## src/source/isa_pkg.sv

```systemverilog
`default_nettype none

package isa_pkg;

    localparam int xlen = 64;

    typedef logic [4:0] reg_idx_t;

    typedef enum logic [2:0] {
        add    = 3'd0,
        sub    = 3'd1,
        and_op = 3'd2,
        or_op  = 3'd3,
        xor_op = 3'd4
    } alu_op_e;

    // Major opcodes of the kept subset
    localparam logic [6:0] op_reg    = 7'b0110011;
    localparam logic [6:0] op_imm    = 7'b0010011;
    localparam logic [6:0] op_load   = 7'b0000011;
    localparam logic [6:0] op_store  = 7'b0100011;
    localparam logic [6:0] op_branch = 7'b1100011;
    localparam logic [6:0] op_jal    = 7'b1101111;

    localparam logic [2:0] f3_add_sub = 3'b000;
    localparam logic [2:0] f3_xor     = 3'b100;
    localparam logic [2:0] f3_or      = 3'b110;
    localparam logic [2:0] f3_and     = 3'b111;
    localparam logic [2:0] f3_dword   = 3'b011;  // LD and SD
    localparam logic [2:0] f3_beq     = 3'b000;
    localparam logic [2:0] f3_bne     = 3'b001;

    localparam logic [6:0] f7_base = 7'b0000000;
    localparam logic [6:0] f7_sub  = 7'b0100000;

endpackage

`default_nettype wire

```

## src/source/pipe_pkg.sv

```systemverilog
`default_nettype none

package pipe_pkg;

    // Operand source for the execute stage
    typedef enum logic [1:0] {
        regfile  = 2'd0,
        from_mem = 2'd1,
        from_wb  = 2'd2
    } fwd_sel_e;

    typedef struct packed {
        logic                        valid;
        logic [isa_pkg::xlen-1:0]    pc;
        logic [31:0]                 instr;
    } if_id_t;

    typedef struct packed {
        isa_pkg::alu_op_e alu_op;
        logic             use_imm;
        logic             mem_read;
        logic             mem_write;
        logic             reg_write;
        logic             is_branch;
        logic             branch_ne;
        logic             is_jal;
    } ctrl_t;

    typedef struct packed {
        logic                        valid;
        logic [isa_pkg::xlen-1:0]    pc;
        ctrl_t                       ctrl;
        isa_pkg::reg_idx_t           rs1;
        isa_pkg::reg_idx_t           rs2;
        isa_pkg::reg_idx_t           rd;
        logic [isa_pkg::xlen-1:0]    rs1_data;
        logic [isa_pkg::xlen-1:0]    rs2_data;
        logic [isa_pkg::xlen-1:0]    imm;
    } id_ex_t;

    typedef struct packed {
        logic                        valid;
        logic [isa_pkg::xlen-1:0]    pc;
        logic                        mem_read;
        logic                        mem_write;
        logic                        reg_write;
        isa_pkg::reg_idx_t           rd;
        logic [isa_pkg::xlen-1:0]    alu_result;
        logic [isa_pkg::xlen-1:0]    store_data;
    } ex_me_t;

    typedef struct packed {
        logic                        valid;
        logic                        reg_write;
        isa_pkg::reg_idx_t           rd;
        logic [isa_pkg::xlen-1:0]    write_data;
    } me_wb_t;

    typedef struct packed {
        isa_pkg::reg_idx_t           rd;
        logic [isa_pkg::xlen-1:0]    data;
    } wb_obs_t;

    typedef struct packed {
        logic [isa_pkg::xlen-1:0]    addr;
        logic [isa_pkg::xlen-1:0]    data;
    } store_obs_t;

endpackage

`default_nettype wire

```

## src/source/decoder.sv

```systemverilog
`timescale 1ns/1ps
`default_nettype none

module decoder (
    input  wire logic [31:0]                instr,
    output pipe_pkg::ctrl_t                 ctrl,
    output isa_pkg::reg_idx_t               rs1,
    output isa_pkg::reg_idx_t               rs2,
    output isa_pkg::reg_idx_t               rd,
    output logic [isa_pkg::xlen-1:0]        imm
);

    logic [6:0] opcode;
    logic [2:0] f3;
    logic [6:0] f7;

    assign opcode = instr[6:0];
    assign f3     = instr[14:12];
    assign f7     = instr[31:25];
    assign rd     = instr[11:7];
    assign rs1    = instr[19:15];
    assign rs2    = instr[24:20];

    always_comb begin
        ctrl = '0;
        imm  = '0;
        case (opcode)
            isa_pkg::op_reg: begin
                ctrl.reg_write = 1'b1;
                if (f3 == isa_pkg::f3_add_sub && f7 == isa_pkg::f7_sub) begin
                    ctrl.alu_op = isa_pkg::sub;
                end else if (f7 != isa_pkg::f7_base) begin
                    ctrl.reg_write = 1'b0;
                end else begin
                    case (f3)
                        isa_pkg::f3_add_sub: ctrl.alu_op = isa_pkg::add;
                        isa_pkg::f3_xor:     ctrl.alu_op = isa_pkg::xor_op;
                        isa_pkg::f3_or:      ctrl.alu_op = isa_pkg::or_op;
                        isa_pkg::f3_and:     ctrl.alu_op = isa_pkg::and_op;
                        default:             ctrl.reg_write = 1'b0;
                    endcase
                end
            end
            isa_pkg::op_imm: begin
                ctrl.use_imm   = 1'b1;
                ctrl.reg_write = (f3 == isa_pkg::f3_add_sub);  // ADDI only
                imm = {{52{instr[31]}}, instr[31:20]};
            end
            isa_pkg::op_load: begin
                ctrl.use_imm   = 1'b1;
                ctrl.mem_read  = (f3 == isa_pkg::f3_dword);
                ctrl.reg_write = (f3 == isa_pkg::f3_dword);
                imm = {{52{instr[31]}}, instr[31:20]};
            end
            isa_pkg::op_store: begin
                ctrl.use_imm   = 1'b1;
                ctrl.mem_write = (f3 == isa_pkg::f3_dword);
                imm = {{52{instr[31]}}, instr[31:25], instr[11:7]};
            end
            isa_pkg::op_branch: begin
                ctrl.is_branch = (f3 == isa_pkg::f3_beq) || (f3 == isa_pkg::f3_bne);
                ctrl.branch_ne = (f3 == isa_pkg::f3_bne);
                imm = {{51{instr[31]}}, instr[31], instr[7], instr[30:25], instr[11:8], 1'b0};
            end
            isa_pkg::op_jal: begin
                ctrl.is_jal    = 1'b1;
                ctrl.reg_write = 1'b1;
                imm = {{43{instr[31]}}, instr[31], instr[19:12], instr[20], instr[30:21], 1'b0};
            end
            default: ;  // Unknown opcode acts as a no-op
        endcase
    end

endmodule

`default_nettype wire

```

## config.mk

```make
export PLATFORM = sky130hd
export DESIGN_NAME = decoder
export DESIGN_NICKNAME = d
export VERILOG_FILES = /design/src/source/isa_pkg.sv /design/src/source/pipe_pkg.sv /design/src/source/decoder.sv
export SDC_FILE = /design/constraint.sdc
export NUM_CORES = 1
export LEC_CHECK = 0
export ABC_AREA = 0
export BUFFER_PORTS_ARGS = -buffer_cell sky130_fd_sc_hd__buf_4
export CAP_MARGIN = 5
export CORE_UTILIZATION = 33
export DETAILED_ROUTE_END_ITERATION = 10
export PLACE_DENSITY = 0.84
export SLEW_MARGIN = 25
export SYNTH_ARGS = -nofsm -noshare
export SYNTH_HDL_FRONTEND = slang
export SYNTH_SLANG_ARGS = --single-unit
```

## constraint.sdc

```tcl
create_clock -name vclk -period 3.5
set_input_delay 0.35 -clock vclk [all_inputs]
set_output_delay 0.35 -clock vclk [all_outputs]
set_load 0.02 [all_outputs]
```

---- After elaboration in Yosys (flattened, before gate mapping) ----
Cells that the tools add are included.
W data, S select, Z words.
cells by class
  equal/unequal tests ..................... 12
  mux-type cells .......................... 14
  reduce and logical (&&, ||, !) cells .... 7
operators by type and width
  kind                  count
  $pmux W64 S4          1
  $eq A7 B6 Y1 const B  3
  $eq A7 B7 Y1 const B  2
  $eq A3 B3 Y1 const B  3
  $mux W3               3
  $pmux W3 S3           1
  $eq A7 B2 Y1 const B  1
  $eq A7 B5 Y1 const B  1
  $mux W1               7
  $reduce_bool A7 Y1    1
  $pmux W1 S4           1
  $reduce_or A4 Y1      1
  $eq A3 B1 Y1 const B  1
  $eq A3 B2 Y1 const B  1
  $logic_not A3 Y1      1
  $reduce_or A3 Y1      1
  $mux W2               1
  $reduce_or A2 Y1      1
  $logic_and A1 B1 Y1   1
  $logic_or A1 B1 Y1    1
storage, ports and cells
  register bits ........................... 0
  output and inout port bits .............. 89

---- Depth between registers and ports, before layout ----
Gate-level depths: netlist of run 1.
  depth in word-level cells ............... 6
  mapped depth ............................ 5

---- Worst setup path before layout of run 1 ----
Ideal clock, no wire load.
  path kind ............................... input-to-output
  from .................................... in instr[6]
  to ...................................... out imm[21] (netlist bit)
  data arrival time ....................... 3.001 ns
  setup slack ............................. 0.149 ns
  stages .................................. 5
  buffers on the path ..................... 1
  cell sequence ........................... nor3_4 > and4b_4 > a21oi_2 > nor2b_1 > buf_4
between the ends
  word-level cells in the longest chain between the ends .. 3
  elaborated cells between the ends (all ways) .. 7
  those cells by class .................... eq/ne (5); mux (1); reduce/logical (1)
RTL lines
  item                                                 RTL line       source
  start, declared                                      decoder.sv:5   input wire logic [31:0] instr,
  $eq A7 B2 Y1 / $eq A7 B5 Y1 (equally long branches)  decoder.sv:27  case (opcode)
  $reduce_or A2 Y1 (no line)                           n/a
  $pmux W64 S4 *                                       decoder.sv:27
  end, declared                                        decoder.sv:10  output logic [isa_pkg::xlen-1:0] imm
Mark *: on every way between the ends. The rest lies on a longest branch, timed or not.

---- Final worst setup path of run 1 ----
  from .................................... in instr[6]
  to ...................................... out imm[48] (netlist bit)
The elaborated chain is that of the path after synthesis.

==> results of run 1 <==
[through the flow]
stage / power (mW) / instance area, sq um
finish: 0.116 / 1420
floorplan: 0.0690 / 912
global route: 0.123 / 1420
global placement: 0.115 / 1420
detailed placement: 0.116 / 1420
CTS: 0.116 / 1420
[power by group]
group          internal (mW)  switching [mW]  total, mW  leakage [nW]
sequential                 0               0          0             0
clock                      0               0          0             0
combinational         0.0564          0.0593      0.116         0.865
[worst min-delay path by stage]
stage,start,end,cells after the start
after floorplan,instr[4],ctrl[5],1
final,instr[11],rd[4],2
after CTS,instr[9],rd[2],2
after global routing,instr[10],rd[3],2
after global placement,instr[24],rs2[4],2
after detailed placement,instr[9],rd[2],2
[cell type report]
class                           instances  area share, %
Tap cell                               30           2.65
Timing Repair Buffer                  122           64.6
Inverter                                1          0.265
Multi-Input combinational cell         61           32.5
[cells by family after synthesis]
kind of cell / Yosys count / synth area share, %
AO/OA/AOI/OAI: 21 / 18.7
buffers and inverters: 62 / 49.7
multiplexers: 1 / 1.10
AND/OR/NAND/NOR: 39 / 30.6
[critical path, delay by kind of cell]
kind | cells | cell delay, ns
simple gates | 3 | 0.68
buf+inv | 3 | 0.68
compound gates | 1 | 0.08
[cells in the mapped netlist]
cell and instances:
a211oi_1 1, nand4b_1 1, and3_1 2, nand3_1 1, a32o_1 1, o21a_4 1
or3_1 1, nor3_4 2, nor3_1 6, a22o_1 4, and4b_4 1, nor4_1 1
buf_4 58, clkbuf_1 1, inv_1 1, nand3b_1 1, and3b_1 1, nor4b_2 1
mux2i_1 1, buf_2 2, nor4b_1 1, a21oi_1 2, and4b_1 1, o21ai_0 1
nand2b_1 1, a21oi_2 1, nand4_1 1, nor2b_1 7, nand4b_4 1, o21ai_2 1
a221o_1 1, a21o_1 8, nor2_1 5, nand2_1 4
[metal layers]
layer,share of wire [%],vias to the layer above
met3,9.0,2
li1,-,495
met5,0,-
met1,37,424
met4,0.29,0
met2,54,53
==> results by group, run 1 <==
Floorplan
  • Height of the die: 54.6 microns
  • Rows: 18
  • I/O pins: 121
  • Core area: 2540 sq um
  • Initial Utilization: 35.8%
  • Die area: 2980 sq um
  • Chip Width: 54.6 microns

Timing
  • Minimum clock period: 2.15 ns
  • Max-slew violation count: 0
  • Slew HR: 50.9%
  • Final worst slack: 1.35 ns
  • Setup violations, final: 0
  • Min Hold Slack: 0.907 ns
  • Tightest Pin Transition: 0.734 ns
  • Final Hold Fails: 0
  • RSZ-0062 raised after global routing: false
  • F_max: 465 MHz
  • Setup TNS: 0 ns
  • Final period util: 61.4%

Layout
  • Layout Nets: 218
  • Share of layout cells above drive strength 1: 71.2%
  • FF/Latch Area: 0 sq um
  • Multi-input logic area: 462 sq um
  • Non-filler cells, final: 214
  • Final core utilization: 55.8%
  • Commonest non-fill, non-tap cells in the layout: 122 x buf_4, 8 x a21o_1, 6 x nor3_1, 6 x nor2b_1, 5 x nor2_1
  • Area added between synthesis and finish: 55.6%
  • Commonest non-fill, non-tap cell in the layout: buf_4
  • Filler Cell Count: 245
  • Clock Buffer Count: 0
  • Seq_cells: 0
  • Ant diodes: 0

Setup path
  • Crit path to: imm[48]
  • Crit path kind: in -> out
  • Largest stage delay on the critical path: 0.33 ns
  • Critical path launch point type: input pin
  • Slowest CP cell: buf_4
  • CP max FO: 44
  • Worst EP required: 3.15 ns
  • CP most frequent cell: buf_4
  • Critical path origin: instr[6]
  • Setup crit end kind: output port
  • Cell chain of the critical path: buf_4, nor3_4, and4b_4, a21oi_2, nor2b_2, buf_4, buf_4
  • Crit path DAT: 1.80 ns

Detailed routing
  • Final wirelength: 2.42 mm
  • First drt pass iteration count: 4
  • Antenna viol nets, final: 0
  • Post-route DRC: 0
  • Vias/cell: 4.55
  • DR vias: 974
  • Drt wl/cell: 11.3 microns
  • DR iter-0 viols: 16

Status
  • Status: finished, final reports clean

Clock tree
  • Resize count post-CTS: 0
  • Post-CTS Setup Bufs: 0
  • Post-CTS Hold Fix Bufs: 0

Placed design
  • Dpl hpwl: 2.07 mm
  • IO Port Bufs: 121
  • Global placement routability congestion: 0.821
  • Cell total after placement: 214
  • Worst slack at placement: 1.34 ns

Synth
  • Synth cell types: 34
  • Syn nets: 155
  • Syn Area/Cell: 7.42 sq um
  • Synth area leaders: buf_4 48%, a21o_1 6.6%, nor2b_1 4.8%, a22o_1 3.8%, nor3_4 3.6%
  • Post-Syn Area: 912 sq um
  • Area share of the largest cell type after synthesis: 47.7%
  • Yosys warning total: 0
  • Mapped Cells: 123
  • Area leader, netlist: buf_4
  • Sequential share of the synthesized area: 0%

Global route
  • Met3 Track Usage GR: 0.833%
  • Initial antenna violation count: 0
  • Vias in the first global route: 680
  • GRT met1 Usage: 15.7%
  • Gr ovfl total: 0
  • Largest net degree at the start of global routing: 45
  • First-pass GRT wire length: 3.03 mm
  • Global-route layer with the greatest usage: met2
  • Gr usage total: 13.3%
  • M2 GR Usage: 26.6%

Pwr
  • Leak: 0.865 nW
  • Pwr Density: 81.6 nW/um^2
  • Maximum vdd drop: 0.0698 mV

Flow run
  • Max Cap Viol: 0

Worst hold path
  • Hold crit path type: in -> out
No activity file was read; power rests on OpenSTA's default activity.
==> run 2: changes to the inputs <==
--- a/config.mk
+++ b/config.mk
@@ -8,9 +8,9 @@
 export ABC_AREA = 0
 export BUFFER_PORTS_ARGS = -buffer_cell sky130_fd_sc_hd__buf_4
 export CAP_MARGIN = 5
-export CORE_UTILIZATION = 33
+export CORE_UTILIZATION = 30
 export DETAILED_ROUTE_END_ITERATION = 10
-export PLACE_DENSITY = 0.84
+export PLACE_DENSITY = 0.81
 export SLEW_MARGIN = 25
 export SYNTH_ARGS = -nofsm -noshare
 export SYNTH_HDL_FRONTEND = slang
==> constraint.sdc (replaced) <==
create_clock -name vclk -period 1.9
set_input_delay 0.19 -clock vclk [all_inputs]
set_output_delay 0.19 -clock vclk [all_outputs]
set_load 0.02 [all_outputs]
==> run 2 against run 1 <==
The run now ends with design-rule violations left. Highest routed layer unchanged. Core utilization fell by 4.4 points. Combinational power increased by 88%. Count of clock-buffer cells in the layout unchanged. Die area increased by 9.6%. Final area rose by 2.5%. Non-clock buffer count rose by 2. Largest cell class unchanged. Global-route usage up 0.23 points.
==> results by group, run 2 (synthesis gave the netlist of run 1 again) <==
Timing
  • Final period util: 87.5%
  • Minimum clock period: 1.66 ns
  • Setup violations, final: 0
  • Tightest Pin Transition: 0.410 ns
  • Final Hold Fails: 0
  • Setup TNS: 0 ns
  • Max-slew violation count: 0
  • RSZ-0062 raised after global routing: false
  • Slew HR: 72.6%
  • F_max: 602 MHz

Setup path
  • Critical path origin: instr[6]
  • Crit path to: imm[25]
  • Worst EP required: 1.71 ns
  • Critical path launch point type: input pin
  • Crit path kind: in -> out
  • Setup crit end kind: output port
  • Crit path DAT: 1.47 ns
  • CP max FO: 22

Status
  • Status: finished with violations
  • Failing checks: design-rule violations

Pwr
  • Maximum vdd drop: 0.0453 mV
  • Leak: 0.884 nW
  • Pwr Density: 150 nW/um^2
  • Tot Pwr: 0.218 mW

Layout
  • Filler Cell Count: 295
  • Commonest non-fill, non-tap cell in the layout: buf_4
  • Commonest non-fill, non-tap cells in the layout: 124 x buf_4, 8 x a21o_1, 6 x nor3_1, 6 x nor2b_1, 5 x nor2_1
  • Ant diodes: 0
  • Area added between synthesis and finish: 59.4%
  • Clock Buffer Count: 0
  • FF/Latch Area: 0 sq um
  • Share of layout cells above drive strength 1: 71.7%
  • Layout Nets: 221
  • Multi-input logic area: 480 sq um
  • Seq_cells: 0

Detailed routing
  • DR vias: 1025
  • Post-route DRC: 21
  • Drt wl/cell: 11.9 microns
  • DR iter-0 viols: 54
  • Final wirelength: 2.60 mm
  • Antenna viol nets, final: 0
  • Vias/cell: 4.70
  • First drt pass iteration count: 7

Floorplan
  • I/O pins: 121
  • Height of the die: 57.1 microns
  • Core area: 2830 sq um
  • Rows: 19
  • Die area: 3260 sq um
  • Initial Utilization: 32.2%
  • Chip Width: 57.1 microns

Global route
  • Gr usage total: 13.5%
  • Gr ovfl total: 0
  • Initial antenna violation count: 0
  • Vias in the first global route: 867
  • First-pass GRT wire length: 3.69 mm
  • Largest net degree at the start of global routing: 23

Worst hold path
  • Hold crit path type: in -> out

Placed design
  • IO Port Bufs: 121
  • Global placement routability congestion: 0.734
  • Dpl hpwl: 2.15 mm

Clock tree
  • Post-CTS Hold Fix Bufs: 0

Flow run
  • Max Cap Viol: 0
-- run 2: cell count changes in the layout (fill, tap and decap cells not counted) --
cell / before / now
buf_4: 122 / 124
nor2b_4: 0 / 2
nor2b_2: 1 / 0
-- run 2: cell type report --
cell class	count	share of cell area [%]
inverter	1	0.258
multi-input combinational	62	33.0
tap	31	2.67
timing repair buffer	124	64.0
-- run 2: worst max-delay path, stage by stage --
cell,delay (ns)
buf_4,0.13
nor3_4,0.18
and4b_4,0.28
a21oi_2,0.08
nor2b_4,0.38
buf_4,0.22
-- run 2: metal layers --
layer | vias up | track usage (%) | part of all wire [%]
met3 | 2 | 4.08 | 17
met1 | 440 | 13.9 | 32
li1 | 501 | - | -
met5 | - | 0 | 0
met2 | 82 | 27.6 | 51
met4 | 0 | 1.05 | 0.81
-- run 2: repair_timing --
| item | 4_1_cts | 5_1_grt |
|---|---|---|
| buffers inserted | 0 | 0 |
| gates resized for setup | 1 | 0 |
| hold endpoints to repair | 0 | 0 |
| setup endpoints to repair | 44 | 0 |
-- run 2: worst min-delay path by stage --
stage                     startpoint      end  cells after the start
final                      instr[11]    rd[4]                      2
after floorplan             instr[4]  ctrl[5]                      1
after global placement     instr[24]   rs2[4]                      2
after global routing       instr[10]    rd[3]                      2
after detailed placement   instr[23]   rs2[3]                      2
after CTS                  instr[11]    rd[4]                      2
-- run 2: power by group --
group	switching, mW	leakage [nW]	internal, mW
registers	0	0	0
clock network	0	0	0
logic	0.112	0.884	0.107
-- run 2: through the flow --
stage	cells	instance area [sq um]	utilization (%)	hold slack [ns]	worst slack [ns]
6_report	218	1450	51.4	0.588	0.238
5_1_grt	218	1450	51.4	0.593	0.115
4_1_cts	218	1450	51.4	0.589	0.215
3_5_place_dp	217	1440	50.9	0.589	-0.0849
3_3_place_gp	217	1440	50.9	0.588	-0.00635
2_1_floorplan	123	920	-	0.469	0.0548
==> run 3: changes to the inputs <==
--- a/config.mk
+++ b/config.mk
@@ -8,9 +8,9 @@
 export ABC_AREA = 0
 export BUFFER_PORTS_ARGS = -buffer_cell sky130_fd_sc_hd__buf_4
 export CAP_MARGIN = 5
-export CORE_UTILIZATION = 30
+export CORE_UTILIZATION = 36
 export DETAILED_ROUTE_END_ITERATION = 10
-export PLACE_DENSITY = 0.81
+export PLACE_DENSITY = 0.91
 export SLEW_MARGIN = 25
 export SYNTH_ARGS = -nofsm -noshare
 export SYNTH_HDL_FRONTEND = slang
==> constraint.sdc (replaced) <==
create_clock -name vclk -period 2
set_input_delay 0.2 -clock vclk [all_inputs]
set_output_delay 0.2 -clock vclk [all_outputs]
set_load 0.02 [all_outputs]
==> run 3 against run 2 <==
The run now ends clean. Power fell by 4.4%. Critical path depth rose by 1. Hold slack improved by 0.024 ns. Core utilization up 11 points. First-iteration DRC count decreased by 74%. Combinational power shrank 4%. Non-clock buffer count is 1 lower. Flip-flop and latch count stayed put. Global-route usage up 3.5 points. Cell count is 2.3% lower. Highest routed layer unchanged.
==> results by group, run 3 (synthesis gave the netlist of run 1 again) <==
Timing
  • F_max: 581 MHz
  • Minimum clock period: 1.72 ns
  • Max-slew violation count: 0
  • Final period util: 86.1%
  • Tightest Pin Transition: 0.361 ns
  • Slew HR: 75.9%
  • Final Hold Fails: 0
  • Setup TNS: 0 ns
  • RSZ-0062 raised after global routing: false
  • Setup violations, final: 0

Detailed routing
  • Final wirelength: 2.78 mm
  • Met3 wire len: 394 microns
  • Vias/cell: 4.79
  • Antenna viol nets, final: 0
  • DR vias: 1020
  • WL met1: 888 microns
  • Highest layer used for signal routing: met4
  • Post-route DRC: 0
  • First drt pass iteration count: 4
  • Routed wl met2: 1.47 mm
  • DR iter-0 viols: 14
  • Drt wl/cell: 13.1 microns

Floorplan
  • Die area: 2740 sq um
  • Rows: 17
  • Initial Utilization: 39.7%
  • Height of the die: 52.3 microns
  • I/O pins: 121
  • Chip Width: 52.3 microns
  • Core area: 2300 sq um

Layout
  • Ant diodes: 0
  • Share of layout cells above drive strength 1: 71.4%
  • Multi-input logic area: 467 sq um
  • Filler Cell Count: 186
  • Seq_cells: 0
  • Commonest non-fill, non-tap cells in the layout: 122 x buf_4, 8 x a21o_1, 6 x nor3_1, 6 x nor2b_1, 5 x nor2_1
  • Commonest non-fill, non-tap cell in the layout: buf_4
  • Layout Nets: 219
  • Clock Buffer Count: 0
  • Area added between synthesis and finish: 58.0%
  • FF/Latch Area: 0 sq um
  • Post-route cell area: 1440 sq um

Setup path
  • CP max FO: 44
  • Crit path DAT: 1.52 ns
  • Critical path launch point type: input pin
  • Crit path kind: in -> out
  • Setup crit end kind: output port
  • Worst EP required: 1.80 ns

Placed design
  • IO Port Bufs: 121
  • Placed Area: 1440 sq um
  • Dpl hpwl: 2.40 mm
  • Global placement routability congestion: 0.832

Global route
  • Gr usage total: 17.0%
  • Largest net degree at the start of global routing: 45
  • Gr ovfl total: 0
  • First-pass GRT wire length: 3.66 mm
  • Initial antenna violation count: 0
  • Vias in the first global route: 813

Clock tree
  • Resize count post-CTS: 0
  • Post-CTS Hold Fix Bufs: 0
  • Post-CTS Setup Bufs: 0

Pwr
  • Maximum vdd drop: 0.117 mV
  • Leak: 0.876 nW
  • Tot Pwr: 0.209 mW
  • Pwr Density: 145 nW/um^2

Flow run
  • Max Cap Viol: 0

Worst hold path
  • Hold path cells: 2
  • Worst hold start: instr[15]
  • Hold crit path type: in -> out
  • Hold Path End: rs1[0]

Status
  • Status: finished, final reports clean
run 3: cell types whose count changed in the layout (fill, tap and decap cells not counted), sizes merged:
cell   delta
buf       -1
nor2b     -1
run 3: worst max path at each step:
stage                          to  startpoint  slack (ns)
final                     imm[62]    instr[6]        0.28
after global routing      imm[58]    instr[6]        0.23
after CTS                 imm[61]    instr[6]        0.28
after detailed placement  imm[62]    instr[6]        0.28
after global placement    imm[37]    instr[6]        0.36
after floorplan           imm[21]    instr[6]        0.13
run 3: power by group:
| group | switching (mW) | leakage, nW | internal (mW) |
|---|---|---|---|
| clock network | 0 | 0 | 0 |
| logic | 0.108 | 0.876 | 0.100 |
| registers | 0 | 0 | 0 |
run 3: area by class of cell:
cell class / instances / share of cell area, %
Multi-Input combinational cell: 61 / 32.4
Inverter: 1 / 0.260
Tap cell: 28 / 2.43
Timing Repair Buffer: 123 / 64.9
run 3: stage by stage:
step	utilization [%]	instances	setup WS, ns	hold slack (ns)
2_1_floorplan	-	123	0.135	0.489
4_1_cts	62.7	213	0.277	0.612
3_5_place_dp	62.7	213	0.279	0.612
5_1_grt	62.7	213	0.231	0.616
3_3_place_gp	62.7	213	0.359	0.609
6_report	62.7	213	0.278	0.611
run 3: worst max-delay path: stages:
cell and delay (ns):
buf_4 0.13, nor3_4 0.27, and4b_4 0.31, a21oi_2 0.08, nor2b_4 0.15, buf_12 0.20
buf_4 0.17
run 3: metal layers:
layer  vias to the layer above  global-route usage (%)
met5                         -                       0
met4                         0                    1.75
met3                         2                    2.32
met2                        78                    37.6
met1                       444                    16.2
li1                        496                       -
